### src/isa_pkg.sv
// ------------------------------
// instruction encoding of the core
// field positions, primary and secondary opcodes, ALU select
// imported by decode, execute and the testbench
// ------------------------------
package isa_pkg;

  // bit ranges inside a 32-bit instruction word
  localparam int op1_hi = 31;
  localparam int op1_lo = 26;
  localparam int op2_hi = 25;
  localparam int op2_lo = 18;
  localparam int imm_hi = 23;   // overlaps op2, only used by immediate forms
  localparam int imm_lo = 8;
  localparam int rd_hi  = 11;
  localparam int rd_lo  = 8;
  localparam int rs_hi  = 7;
  localparam int rs_lo  = 4;
  localparam int rt_hi  = 3;
  localparam int rt_lo  = 0;

  typedef enum logic [5:0] {
    op1_alur = 6'b000000,   // register group, op2 picks the operation
    op1_beq  = 6'b001000,
    op1_blt  = 6'b001001,
    op1_bne  = 6'b001011,
    op1_jal  = 6'b001100,
    op1_lw   = 6'b010010,
    op1_sw   = 6'b011010,
    op1_addi = 6'b100000,
    op1_andi = 6'b100100,
    op1_ori  = 6'b100101,
    op1_xori = 6'b100110
  } op1_e;

  typedef enum logic [7:0] {
    op2_eq  = 8'b00001000,
    op2_lt  = 8'b00001001,
    op2_add = 8'b00100000,
    op2_and = 8'b00100100,
    op2_or  = 8'b00100101,
    op2_xor = 8'b00100110,
    op2_sub = 8'b00101000
  } op2_e;

  // operation chosen in decode, applied in execute
  typedef enum logic [2:0] {
    alu_add,
    alu_sub,
    alu_and,
    alu_or,
    alu_xor,
    alu_eq,
    alu_lt,   // signed
    alu_ne
  } alu_op_e;

endpackage

### src/core_cfg_pkg.sv
// ------------------------------
// datapath sizes of the core and the APB phase encoding
// imported by every pipeline stage
// ------------------------------
package core_cfg_pkg;

  localparam int data_bits   = 32;
  localparam int reg_no_bits = 4;   // sixteen registers

  // pc step per instruction, in bytes
  localparam logic [data_bits-1:0] inst_size = 4;

  // phase seen on the APB requester
  typedef enum logic [1:0] {
    idle,
    setup,
    access
  } apb_phase_e;

endpackage

### src/fetch_unit.sv
// ------------------------------
// fetch stage, program counter and fetch buffer
// imem answers in the same cycle as imem_addr
// ------------------------------
`timescale 1ns/1ps

module fetch_unit import core_cfg_pkg::*; #(
  parameter logic [data_bits-1:0] start_pc = '0
) (
  input  logic                 clk,
  input  logic                 reset,
  input  logic                 data_stall,
  input  logic                 ctrl_stall,
  input  logic                 mem_wait,
  input  logic                 redirect,
  input  logic [data_bits-1:0] new_pc,
  input  logic [data_bits-1:0] imem_data,
  output logic [data_bits-1:0] imem_addr,
  output logic [data_bits-1:0] fe_pc,
  output logic [data_bits-1:0] fe_inst
);

  logic [data_bits-1:0] pc;

  assign imem_addr = pc;

  // an all-zero word decodes as a bubble
  always_ff @(posedge clk or posedge reset) begin
    if (reset) begin
      pc      <= start_pc;
      fe_pc   <= '0;
      fe_inst <= '0;
    end else if (!(mem_wait || data_stall)) begin   // both freeze the whole stage
      if (redirect) begin
        pc      <= new_pc;
        fe_inst <= '0;
      end else if (ctrl_stall) begin
        fe_inst <= '0;   // pc waits for the branch outcome
      end else begin
        pc      <= pc + inst_size;
        fe_pc   <= pc;
        fe_inst <= imem_data;
      end
    end
  end

endmodule

### src/decode_unit.sv
// ------------------------------
// decode stage with hazard detection and operand forwarding
// forwards from execute first, then from the memory stage
// ------------------------------
`timescale 1ns/1ps

module decode_unit import isa_pkg::*, core_cfg_pkg::*; (
  input  logic                   clk,
  input  logic                   reset,
  input  logic [data_bits-1:0]   fe_pc,
  input  logic [data_bits-1:0]   fe_inst,
  input  logic [data_bits-1:0]   rs_val,
  input  logic [data_bits-1:0]   rt_val,
  input  logic [data_bits-1:0]   ex_result,
  input  logic [data_bits-1:0]   mem_result,
  input  logic                   ex_has_dest,
  input  logic [reg_no_bits-1:0] ex_dest,
  input  logic                   mem_wait,
  input  logic                   redirect,
  output logic [reg_no_bits-1:0] rs_idx,
  output logic [reg_no_bits-1:0] rt_idx,
  output logic                   data_stall,
  output logic                   ctrl_stall,
  output logic [data_bits-1:0]   de_pc,
  output alu_op_e                de_alu_op,
  output logic                   de_use_imm,
  output logic                   de_is_branch,
  output logic                   de_is_jal,
  output logic                   de_is_load,
  output logic                   de_is_store,
  output logic                   de_has_dest,
  output logic [reg_no_bits-1:0] de_dest,
  output logic [data_bits-1:0]   de_imm,
  output logic [data_bits-1:0]   de_rs_val,
  output logic [data_bits-1:0]   de_rt_val
);

  localparam int imm_bits = imm_hi - imm_lo + 1;

  op1_e                   op1;
  op2_e                   op2;
  logic [imm_bits-1:0]    imm;
  logic [reg_no_bits-1:0] rd_idx;
  logic [data_bits-1:0]   sxt_imm;
  logic [data_bits-1:0]   rs_fwd;
  logic [data_bits-1:0]   rt_fwd;
  alu_op_e                alu_op;
  logic use_imm, is_branch, is_jal, is_load, is_store;
  logic has_dest, uses_rs, uses_rt;

  assign op1     = op1_e'(fe_inst[op1_hi:op1_lo]);
  assign op2     = op2_e'(fe_inst[op2_hi:op2_lo]);
  assign imm     = fe_inst[imm_hi:imm_lo];
  assign rd_idx  = fe_inst[rd_hi:rd_lo];
  assign rs_idx  = fe_inst[rs_hi:rs_lo];
  assign rt_idx  = fe_inst[rt_hi:rt_lo];
  assign sxt_imm = {{(data_bits - imm_bits){imm[imm_bits-1]}}, imm};

  always_comb begin
    alu_op    = alu_add;
    use_imm   = 1'b0;
    is_branch = 1'b0;
    is_jal    = 1'b0;
    is_load   = 1'b0;
    is_store  = 1'b0;
    has_dest  = 1'b0;
    uses_rs   = 1'b0;
    uses_rt   = 1'b0;
    case (op1)
      op1_alur: begin
        has_dest = 1'b1;
        uses_rs  = 1'b1;
        uses_rt  = 1'b1;
        case (op2)
          op2_add: alu_op = alu_add;
          op2_sub: alu_op = alu_sub;
          op2_and: alu_op = alu_and;
          op2_or:  alu_op = alu_or;
          op2_xor: alu_op = alu_xor;
          op2_eq:  alu_op = alu_eq;
          op2_lt:  alu_op = alu_lt;
          default: begin   // unknown op2, the zero bubble lands here
            has_dest = 1'b0;
            uses_rs  = 1'b0;
            uses_rt  = 1'b0;
          end
        endcase
      end
      op1_beq, op1_bne, op1_blt: begin
        is_branch = 1'b1;
        uses_rs   = 1'b1;
        uses_rt   = 1'b1;
        alu_op    = (op1 == op1_beq) ? alu_eq : (op1 == op1_bne) ? alu_ne : alu_lt;
      end
      op1_jal: begin
        is_jal   = 1'b1;
        has_dest = 1'b1;
        uses_rs  = 1'b1;
      end
      op1_lw, op1_sw: begin
        is_load  = (op1 == op1_lw);
        is_store = (op1 == op1_sw);
        has_dest = (op1 == op1_lw);
        use_imm  = 1'b1;
        uses_rs  = 1'b1;
        uses_rt  = (op1 == op1_sw);   // store data
      end
      op1_addi, op1_andi, op1_ori, op1_xori: begin
        has_dest = 1'b1;
        use_imm  = 1'b1;
        uses_rs  = 1'b1;
        alu_op   = (op1 == op1_addi) ? alu_add :
                   (op1 == op1_andi) ? alu_and :
                   (op1 == op1_ori)  ? alu_or  : alu_xor;
      end
      default: ;
    endcase
  end

  // a load in execute has no value yet, so it never forwards
  assign rs_fwd = (de_has_dest && !de_is_load && de_dest == rs_idx) ? ex_result  :
                  (ex_has_dest && ex_dest == rs_idx)                ? mem_result : rs_val;
  assign rt_fwd = (de_has_dest && !de_is_load && de_dest == rt_idx) ? ex_result  :
                  (ex_has_dest && ex_dest == rt_idx)                ? mem_result : rt_val;

  assign data_stall = de_is_load && de_has_dest &&
                      ((uses_rs && rs_idx == de_dest) || (uses_rt && rt_idx == de_dest));

  // held from decode until the branch or jal leaves execute
  assign ctrl_stall = is_branch | is_jal | de_is_branch | de_is_jal;

  always_ff @(posedge clk or posedge reset) begin
    if (reset) begin
      de_is_branch <= 1'b0;
      de_is_jal    <= 1'b0;
      de_is_load   <= 1'b0;
      de_is_store  <= 1'b0;
      de_has_dest  <= 1'b0;
    end else if (!mem_wait) begin
      de_is_branch <= is_branch & ~(redirect | data_stall);
      de_is_jal    <= is_jal    & ~(redirect | data_stall);
      de_is_load   <= is_load   & ~(redirect | data_stall);
      de_is_store  <= is_store  & ~(redirect | data_stall);
      de_has_dest  <= has_dest  & ~(redirect | data_stall);
    end
  end

  always_ff @(posedge clk) begin
    if (!mem_wait) begin
      de_pc      <= fe_pc;
      de_alu_op  <= alu_op;
      de_use_imm <= use_imm;
      de_dest    <= (op1 == op1_alur) ? rd_idx : rt_idx;   // rt for immediate forms
      de_imm     <= sxt_imm;
      de_rs_val  <= rs_fwd;
      de_rt_val  <= rt_fwd;
    end
  end

endmodule

### src/reg_file.sv
// ------------------------------
// register file, two reads and one write
// a read of the register being written sees the new value
// ------------------------------
`timescale 1ns/1ps

module reg_file import core_cfg_pkg::*; (
  input  logic                   clk,
  input  logic                   reset,
  input  logic [reg_no_bits-1:0] rs_idx,
  input  logic [reg_no_bits-1:0] rt_idx,
  input  logic                   wr_en,
  input  logic [reg_no_bits-1:0] wr_idx,
  input  logic [data_bits-1:0]   wr_data,
  output logic [data_bits-1:0]   rs_val,
  output logic [data_bits-1:0]   rt_val
);

  localparam int reg_words = 1 << reg_no_bits;

  logic [data_bits-1:0] regs [reg_words];

  always_ff @(posedge clk or posedge reset) begin
    if (reset) begin
      for (int i = 0; i < reg_words; i++) begin
        regs[i] <= '0;
      end
    end else if (wr_en) begin
      regs[wr_idx] <= wr_data;
    end
  end

  // write-through bypass
  assign rs_val = (wr_en && wr_idx == rs_idx) ? wr_data : regs[rs_idx];
  assign rt_val = (wr_en && wr_idx == rt_idx) ? wr_data : regs[rt_idx];

endmodule

### src/execute_unit.sv
// ------------------------------
// execute stage, ALU, branch decision and jump targets
// the execute buffer feeds the APB data port
// ------------------------------
`timescale 1ns/1ps

module execute_unit import isa_pkg::*, core_cfg_pkg::*; (
  input  logic                   clk,
  input  logic                   reset,
  input  logic [data_bits-1:0]   de_pc,
  input  alu_op_e                de_alu_op,
  input  logic                   de_use_imm,
  input  logic                   de_is_branch,
  input  logic                   de_is_jal,
  input  logic                   de_is_load,
  input  logic                   de_is_store,
  input  logic                   de_has_dest,
  input  logic [reg_no_bits-1:0] de_dest,
  input  logic [data_bits-1:0]   de_imm,
  input  logic [data_bits-1:0]   de_rs_val,
  input  logic [data_bits-1:0]   de_rt_val,
  input  logic                   mem_wait,
  output logic [data_bits-1:0]   ex_result,
  output logic                   redirect,
  output logic [data_bits-1:0]   new_pc,
  output logic                   ex_is_load,
  output logic                   ex_is_store,
  output logic                   ex_has_dest,
  output logic [reg_no_bits-1:0] ex_dest,
  output logic [data_bits-1:0]   ex_addr,
  output logic [data_bits-1:0]   ex_store_data
);

  logic signed [data_bits-1:0] op_a;
  logic signed [data_bits-1:0] op_b;
  logic        [data_bits-1:0] alu_out;
  logic        [data_bits-1:0] link_pc;
  logic                        taken;

  assign op_a = de_rs_val;
  assign op_b = de_use_imm ? de_imm : de_rt_val;

  always_comb begin
    case (de_alu_op)
      alu_add: alu_out = op_a + op_b;
      alu_sub: alu_out = op_a - op_b;
      alu_and: alu_out = op_a & op_b;
      alu_or:  alu_out = op_a | op_b;
      alu_xor: alu_out = op_a ^ op_b;
      alu_eq:  alu_out = {{(data_bits-1){1'b0}}, op_a == op_b};
      alu_lt:  alu_out = {{(data_bits-1){1'b0}}, op_a < op_b};   // signed operands
      alu_ne:  alu_out = {{(data_bits-1){1'b0}}, op_a != op_b};
      default: alu_out = '0;
    endcase
  end

  assign link_pc   = de_pc + inst_size;
  assign ex_result = de_is_jal ? link_pc : alu_out;

  assign taken    = de_is_branch && alu_out[0];
  assign redirect = de_is_jal || taken;

  // jal is register relative, branches are pc relative
  assign new_pc = de_is_jal ? (de_imm << 2) + de_rs_val : link_pc + (de_imm << 2);

  always_ff @(posedge clk or posedge reset) begin
    if (reset) begin
      ex_is_load  <= 1'b0;
      ex_is_store <= 1'b0;
      ex_has_dest <= 1'b0;
    end else if (!mem_wait) begin
      ex_is_load  <= de_is_load;
      ex_is_store <= de_is_store;
      ex_has_dest <= de_has_dest;
    end
  end

  always_ff @(posedge clk) begin
    if (!mem_wait) begin
      ex_dest       <= de_dest;
      ex_addr       <= ex_result;   // load/store address or ALU result
      ex_store_data <= de_rt_val;
    end
  end

endmodule

### src/apb_data_port.sv
// ------------------------------
// memory stage, APB requester for loads and stores
// holds the pipeline with mem_wait until pready ends the access
// ------------------------------
`timescale 1ns/1ps

module apb_data_port import core_cfg_pkg::*; (
  input  logic                   clk,
  input  logic                   reset,
  input  logic                   ex_is_load,
  input  logic                   ex_is_store,
  input  logic                   ex_has_dest,
  input  logic [reg_no_bits-1:0] ex_dest,
  input  logic [data_bits-1:0]   ex_addr,
  input  logic [data_bits-1:0]   ex_store_data,
  input  logic [data_bits-1:0]   prdata,
  input  logic                   pready,
  output logic                   psel,
  output logic                   penable,
  output logic                   pwrite,
  output logic [data_bits-1:0]   paddr,
  output logic [data_bits-1:0]   pwdata,
  output logic                   mem_wait,
  output logic [data_bits-1:0]   mem_result,
  output logic                   wr_en,
  output logic [reg_no_bits-1:0] wr_idx,
  output logic [data_bits-1:0]   wr_data
);

  apb_phase_e phase_q;      // idle or access
  apb_phase_e phase;        // phase on the bus this cycle
  apb_phase_e phase_next;
  logic       gap_q;        // forced idle cycle after a completed access
  logic       mem_op;
  logic       done;

  assign mem_op = ex_is_load | ex_is_store;

  // setup starts in the first cycle a load or store sits in this stage
  always_comb begin
    if (phase_q == access) phase = access;
    else if (mem_op && !gap_q) phase = setup;
    else phase = idle;
  end

  assign done = (phase == access) && pready;

  always_comb begin
    case (phase)
      setup:   phase_next = access;
      access:  phase_next = pready ? idle : access;
      default: phase_next = idle;
    endcase
  end

  always_ff @(posedge clk or posedge reset) begin
    if (reset) begin
      phase_q <= idle;
      gap_q   <= 1'b0;
    end else begin
      phase_q <= phase_next;
      gap_q   <= done;
    end
  end

  assign psel     = (phase != idle);
  assign penable  = (phase == access);
  assign pwrite   = psel & ex_is_store;
  assign paddr    = ex_addr;         // stable, execute buffer holds on mem_wait
  assign pwdata   = ex_store_data;
  assign mem_wait = mem_op && !done;

  assign mem_result = (ex_is_load && done) ? prdata : ex_addr;

  // memory buffer, drives the register write
  always_ff @(posedge clk or posedge reset) begin
    if (reset) begin
      wr_en <= 1'b0;
    end else begin
      wr_en <= ex_has_dest & ~mem_wait;   // bubble while waiting
    end
  end

  always_ff @(posedge clk) begin
    wr_idx  <= ex_dest;
    wr_data <= mem_result;
  end

endmodule

### src/pipeline_core.sv
// ------------------------------
// five stage core, top level
// instruction read port plus an APB requester for data
// ------------------------------
`timescale 1ns/1ps

module pipeline_core import isa_pkg::*, core_cfg_pkg::*; #(
  parameter logic [data_bits-1:0] start_pc = 256
) (
  input  logic                 clk,
  input  logic                 reset,
  output logic [data_bits-1:0] imem_addr,
  input  logic [data_bits-1:0] imem_data,
  output logic                 psel,
  output logic                 penable,
  output logic                 pwrite,
  output logic [data_bits-1:0] paddr,
  output logic [data_bits-1:0] pwdata,
  input  logic [data_bits-1:0] prdata,
  input  logic                 pready
);

  // stall and redirect
  logic                   data_stall, ctrl_stall, mem_wait, redirect;
  logic [data_bits-1:0]   new_pc;

  logic [data_bits-1:0]   fe_pc, fe_inst;
  logic [reg_no_bits-1:0] rs_idx, rt_idx;
  logic [data_bits-1:0]   rs_val, rt_val;

  logic [data_bits-1:0]   de_pc, de_imm, de_rs_val, de_rt_val;
  alu_op_e                de_alu_op;
  logic                   de_use_imm, de_is_branch, de_is_jal;
  logic                   de_is_load, de_is_store, de_has_dest;
  logic [reg_no_bits-1:0] de_dest;

  logic [data_bits-1:0]   ex_result, ex_addr, ex_store_data;
  logic                   ex_is_load, ex_is_store, ex_has_dest;
  logic [reg_no_bits-1:0] ex_dest;

  logic [data_bits-1:0]   mem_result, wr_data;
  logic                   wr_en;
  logic [reg_no_bits-1:0] wr_idx;

  fetch_unit #(.start_pc(start_pc)) u_fetch (.*);

  decode_unit u_decode (.*);

  reg_file u_regs (.*);

  execute_unit u_execute (.*);

  apb_data_port u_mem (.*);

endmodule

### config.mk
export PLATFORM = sky130hd
export DESIGN_NAME = pipeline_core
export DESIGN_NICKNAME = d
export VERILOG_FILES = /design/src/isa_pkg.sv /design/src/core_cfg_pkg.sv /design/src/fetch_unit.sv /design/src/decode_unit.sv /design/src/reg_file.sv /design/src/execute_unit.sv /design/src/apb_data_port.sv /design/src/pipeline_core.sv
export SDC_FILE = /design/constraint.sdc
export NUM_CORES = 2
export LEC_CHECK = 0
export ABC_CLOCK_PERIOD_IN_PS = 22200
export BUFFER_PORTS_ARGS = -buffer_cell sky130_fd_sc_hd__buf_2
export CORE_AREA = 2 2 408 309
export CTS_BUF_LIST = sky130_fd_sc_hd__clkbuf_4 sky130_fd_sc_hd__clkbuf_8 sky130_fd_sc_hd__clkbuf_16
export DETAILED_ROUTE_END_ITERATION = 8
export DIE_AREA = 0 0 410 311
export PLACE_DENSITY_LB_ADDON = 0.2
export SYNTH_ARGS = -nofsm -noshare
export SYNTH_HDL_FRONTEND = slang
export SYNTH_SLANG_ARGS = --single-unit
export TNS_END_PERCENT = 100
### constraint.sdc
create_clock -name clk -period 22.2 [get_ports clk]
set_clock_uncertainty 0.1 [all_clocks]
set_input_delay 3.33 -clock clk [delete_from_list [all_inputs] [get_ports clk]]
set_output_delay 3.33 -clock clk [all_outputs]
set_load 0.02 [all_outputs]
# ---- Word-level counts from Yosys, hierarchy flattened
# Index checks and enable logic that the tools add are counted.
dict set report word_totals {
  word_cells 194
  register_bits 844
  inputBits 67
  out_inout_bits 99
}
dict set report op_classes {
  order_cmp 5
  bitwise 23
  eq_ne 38
  add_sub_neg 6
  n_reduce_logical 35
  muxes 45
}
# cell n
set ops {}
lappend ops {{32-bit 2-to-1 mux} 19}
lappend ops {{512-bit bitwise mux} 1}
lappend ops {{32-bit binary-select mux with 4-bit select} 2}
lappend ops {{32-bit case mux with 8 select lines} 1}
lappend ops {{32-bit demux with 4-bit select} 1}
lappend ops {{32-bit adder} 3}
lappend ops {{32-bit by 3-bit adder with 32-bit output (second input constant)} 2}
lappend ops {{8-bit by 6-bit == test with 1-bit output (second input constant)} 5}
lappend ops {{32-bit AND} 1}
lappend ops {{32-bit == test} 1}
lappend ops {{4-bit == test} 8}
lappend ops {{32-bit less-than comparator} 1}
lappend ops {{32-bit != test} 1}
lappend ops {{32-bit bitwise OR} 1}
lappend ops {{32-bit subtractor} 1}
lappend ops {{32-bit XOR} 1}
lappend ops {{6-bit by 4-bit == test with 1-bit output (second input constant)} 4}
lappend ops {{6-bit == test (second input constant)} 4}
lappend ops {{3-bit case mux with 6 select lines} 1}
lappend ops {{1-bit logical AND} 17}
lappend ops {{8-bit by 4-bit == test with 1-bit output (second input constant)} 2}
lappend ops {{5-bit >= comparator (second input constant)} 3}
lappend ops {{4-bit NOT with 5-bit output} 3}
lappend ops {{3-bit == test (second input constant)} 4}
lappend ops {{32 further kinds} 65}

# ---- Logic depth before layout (Yosys ltp)
dict set report depth {
  ltp_word 11
  depth_mapped 18
}

# ---- Cells and area by module
# Synthesis repeated with hierarchy kept, for this count alone.
dict set report hier_totals {
  hier_cells 4108
  hier_area_um2 49961.7
}
# module n_inst cells_each seq_area_each_um2 area_per_inst_um2
set by_module_without_submodules {}
lappend by_module_without_submodules {reg_file 1 1757 12812.3 27301.2}
lappend by_module_without_submodules {execute_unit 1 1335 2117.0 10418.7}
lappend by_module_without_submodules {decode_unit 1 463 3728.6 5926.9}
lappend by_module_without_submodules {fetch_unit 1 403 2403.6 4455.5}
lappend by_module_without_submodules {apb_data_port 1 150 795.8 1859.3}

# ---- Worst setup path before layout
# OpenSTA, ideal clock, no wires.
dict set report synth_path {
  path_kind {input-to-reg}
  from {input port pready}
  to {register u_fetch.fe_pc[10]}
  t_required_ns 21.975
  path_stages 9
  setup_slack_ns 13.145
  setup_time_ns 0.125
  arrival_time_ns 8.830
  path_buffers 2
  path_cell_list {nand2_1 -> inv_1 -> nor2_1 -> inv_1 -> and2_4 -> and3_1 -> clkbuf_1 -> buf_2 -> mux2_2}
}
dict set report synth_via {
  elab_chain_cells 6
}
# element line_no
set synth_lines {}
lappend synth_lines {{start: declaration} pipeline_core.sv:20} ;# input logic pready
lappend synth_lines {{1-bit logical AND} apb_data_port.sv:46} ;# assign done = (phase == access) && pready;
lappend synth_lines {{named net u_mem.done} apb_data_port.sv:35} ;# logic done;
lappend synth_lines {{1-bit logical NOT} apb_data_port.sv:71} ;# assign mem_wait = mem_op && !done;
lappend synth_lines {{1-bit logical AND} apb_data_port.sv:71}
lappend synth_lines {{1-bit logical OR} fetch_unit.sv:33} ;# end else if (!(mem_wait || data_stall)) begin
lappend synth_lines {{1-bit NOT (no line)} --}
lappend synth_lines {{3-bit AND reduction (no line)} --}
lappend synth_lines {{end signal: assignment} fetch_unit.sv:41} ;# fe_pc <= pc;
lappend synth_lines {{end: declaration} fetch_unit.sv:19} ;# output logic [data_bits-1:0] fe_pc,
# The timed path passes the listed nets, and every way through them passes these cells.
# A chain may end at the register's enable or synchronous reset.

==> flow_metrics.py <==
metrics = {
    "yosys": {
        "synth-simple-area-share": 0.0667,
        "synth_warnings": 0,
        "synthesized_area_fraction_occupied_by_adder_cells": 0.0341,
        "synth_mux_area_frac": 0.304,
        "synthTopCellsByArea": "dfrtp_1 32%, mux4_2 15%, mux2_2 13%",
        "syn_area_um2": 49100,
        "synth.distinct_cells": 100,
        "post_synthesis_area_per_instance_um2": 12.5,
        "synth_fp_nets": 4137,
        "synth_top_family_by_area": "multiplexers",
        "netlist_instances": 3939,
        "async_reset_ff_frac": 0.734,
        "yosys.area.top_type": "dfrtp_1",
        "synth.top_cell.area_share": 0.315,
        "synth_seq_cells": 843,
        "synth-compound-area-share": 0.0979,
        "number_of_synthesized_flops_with_an_enable_pin": 188,
        "synth_seq_area_share": 0.445,
        "synth-main-ff-cell": "dfrtp_1",
        "yosys.area_share.xor_xnor": 0.0164,
    },
    "global_route": {
        "maximum_number_of_pins_on_one_net_before_global_route_repair": 161,
        "global_route.overflow_total": 0,
        "initial_antenna_violation_count": 17,
        "first_global_vias": 34000,
        "grt_first_pass_wirelength_um": 243000,
        "grt.total_usage": 0.259,
    },
    "sta": {
        "max_freq_mhz": 164,
        "timing.final.crit_period_ps": 6090,
        "final_count_of_negative_setup_slack_endpoints": 0,
        "report.final.hold_viol_count": 0,
        "relSlewSlack": 0.121,
        "fin_setup_tns_ps": 0,
        "period_share": 0.274,
        "timing_worst_slew_pin_value_ps": 1280,
        "postLayoutSetupSlackWorst_ps": 16110,
        "grt_setup_unrepaired": "no",
        "slew_viol_final": 0,
    },
    "critical_path": {
        "critPathMaxFanout": 105,
        "worstSetupStartpointType": "input pin",
        "ff2ff_path_depth": 12,
        "endpoint_kind": "async pin",
        "arrival_ps": 6650,
        "path_class": "input pin to async pin",
        "worst_path_required_ps": 22760,
    },
    "routing": {
        "detailroute.via_count": 35200,
        "drt-pass1-iter-count": 6,
        "wl_per_cell_um": 29.4,
        "route.final.wire_length_um": 167000,
        "route.detailed.vias_per_inst": 6.19,
        "dr_iter_0_viols": 4486,
        "drc": 0,
        "ant_nets": 0,
    },
    "place": {
        "post-place-ws_ps": 15230,
        "gp_congestion": 0.992,
        "dp.final_hpwl_um": 113000,
        "place.port_buffers": 165,
        "dpl_cell_area_um2": 51400,
    },
    "cts": {
        "max_buffers_root_to_sink": 3,
        "ctsResizeCount": 0,
        "clock_tree.root_cell": "clkbuf_16",
        "hold_buffers": 0,
        "source_to_sink_clock_delay_at_the_later_pin_of_the_worst_skew_pair_ps": 690,
        "tritoncts": "done",
        "clk_pin_slew_ps": 60,
        "cts_buffers": 89,
        "clkSinkCount": 843,
        "htree_levels": 3,
        "post-cts-setup-buffers": 0,
    },
    "outcome": {
        "status": "finished clean",
    },
    "floorplanning": {
        "io_pins": 166,
        "die_h_um": 311,
        "die_area_um2": 128000,
        "die-width_um": 410,
        "initial_core_util": 0.398,
        "core-area_um2": 123000,
        "floorplan.rows": 112,
    },
    "finish": {
        "finalNetCount": 4150,
        "fraction_of_final_layout_cells_with_drive_strength_greater_than_1": 0.341,
        "post-route-cell-area_um2": 54500,
        "area_growth_pct": 10.9,
    },
    "power_and_ir_drop": {
        "post-layout-total-power_mw": 9.07,
        "worst_ir_drop_vdd_mv": 0.121,
        "power.density_nw_per_um2": 166,
        "power.static_leakage_nw": 23.6,
    },
    "hold_path": {
        "hold_path.class": "flop to flop",
        "worst_hold_path.num_cells": 0,
    },
    "run": {
        "drv.max_cap_violation_count": 0,
    },
}
-- logic make-up (layout without fill, tap and decap cells) --
family                     after synthesis  after routing
xor gates and xnor gates                92             92
muxes                                 1014           1014
buffers and inverters                  446            531
and+or+nand+nor                        693            693
AOI/OAI and AO/OA                      719            719
DFF                                    843            843
other                                    0              2
adders and majority gates              132            132
-- sequential cells by signal, summed over array words and instances, names as in the netlist, 3 cells and up --
register                 cells
u_decode.de_alu_op           3
u_decode.de_dest             4
u_decode.de_imm             16
u_decode.de_pc              32
u_decode.de_rs_val          32
u_decode.de_rt_val          32
u_execute.ex_addr           32
u_execute.ex_dest            4
u_execute.ex_store_data     32
u_fetch.fe_inst             32
u_fetch.fe_pc               32
u_fetch.imem_addr           32
u_mem.wr_data               32
u_mem.wr_idx                 4
u_regs.regs                512
-- cell usage in the layout, fill, tap and decap left out, types with 12 or more instances in the layout --
cell and count:
nand2_1 203, a211oi_1 38, inv_1 137, a22o_1 30, o31ai_1 21, clkbuf_8 13, nand3_1 50, xor2_1 33
a21oi_1 201, mux2i_1 105, xnor2_1 59, nor2b_1 16, buf_4 56, nand4_1 21, dfrtp_1 609, o22ai_1 14
a31oi_1 24, o211ai_1 67, dfxtp_1 36, clkbuf_4 27, ha_1 128, a21o_1 41, clkbuf_16 92, and3_1 27
mux4_2 321, nand2b_1 22, o21ai_1 22, buf_2 165, o21ai_0 117, nor3_1 52, and2_1 14, nor2_1 189
or2_2 12, edfxtp_1 188, or4_1 12, mux2_2 586
-- stage by stage --
step	hold WS [ps]	utilization	std cells
detailed placement	320	0.417	5514
global placement	324	0.417	5514
global route	346	0.441	5677
floorplan	308	-	3939
CTS	333	0.441	5677
finish	336	0.441	5679
-- where the power goes --
group / total (mW) / internal (mW) / switching [mW]
Combinational: 4.42 / 1.85 / 2.57
Sequential: 3.09 / 2.29 / 0.800
Clock: 1.56 / 0.899 / 0.656
Total: 9.07 / 5.04 / 4.02
-- layer usage --
layer,up-vias,GRT usage,part of all wire
li1,15000,-,-
met1,18300,0.401,0.47
met2,1572,0.346,0.40
met3,238,0.0871,0.11
met4,12,0.0531,0.022
met5,-,0,0.00047
-- layout make-up --
| type | instances | area (um^2) |
|---|---|---|
| antenna | 2 | 5.00 |
| clock inverter | 31 | 334 |
| sequential | 843 | 21900 |
| multi-input combinational | 2650 | 25600 |
| clock buffer | 132 | 2680 |
| fill | 11300 | 69000 |
| tap | 1653 | 2070 |
| inverter | 144 | 556 |
| timing repair buffer | 224 | 1310 |
-- synthesized netlist by cell type (7+ instances only) --
| cell type | n |
|---|---|
| o22a_1 | 7 |
| a22o_1 | 30 |
| mux2_2 | 586 |
| nor2b_1 | 17 |
| nand3_1 | 52 |
| dfxtp_1 | 36 |
| or4_1 | 12 |
| o31ai_1 | 21 |
| dfrtp_1 | 618 |
| a31oi_1 | 24 |
| o21ai_1 | 22 |
| nand2b_1 | 25 |
| edfxtp_1 | 188 |
| o22ai_1 | 14 |
| clkbuf_1 | 193 |
| a21oi_1 | 201 |
| o21a_1 | 10 |
| a211oi_1 | 38 |
| mux4_2 | 321 |
| xor2_1 | 33 |
| buf_2 | 43 |
| nor3_1 | 52 |
| mux2i_1 | 105 |
| o211ai_1 | 67 |
| a31o_2 | 7 |
| o21ai_0 | 117 |
| o41ai_1 | 8 |
| nor4_1 | 12 |
| nor2_1 | 203 |
| xnor2_1 | 59 |
| or3_1 | 13 |
| ha_1 | 128 |
| a32o_1 | 7 |
| or2_2 | 12 |
| nand4_1 | 21 |
| nand2_1 | 205 |
| a21boi_0 | 8 |
| and2_1 | 14 |
| and3_1 | 28 |
| inv_1 | 140 |
| a21o_1 | 41 |
| buf_1 | 59 |
-- final timing paths --
kind	start	to	slack [ps]
max	reset	u_regs.regs[232]	16110
min	u_execute.ex_dest[1]	u_mem.wr_idx[1]	340
max reg2reg	u_decode.de_use_imm	u_fetch.imem_addr[0]	16190
min reg2reg	u_execute.ex_dest[1]	u_mem.wr_idx[1]	340
max in group clk	u_decode.de_use_imm	u_fetch.imem_addr[0]	16190
min in group asynchronous	reset	u_regs.regs[156]	2640
-- worst max-delay path, stage by stage --
cell and delay, ps:
buf_2 130, inv_8 450, buf_4 850, buf_4 720, buf_4 890
(Power assumes the default switching activity.)
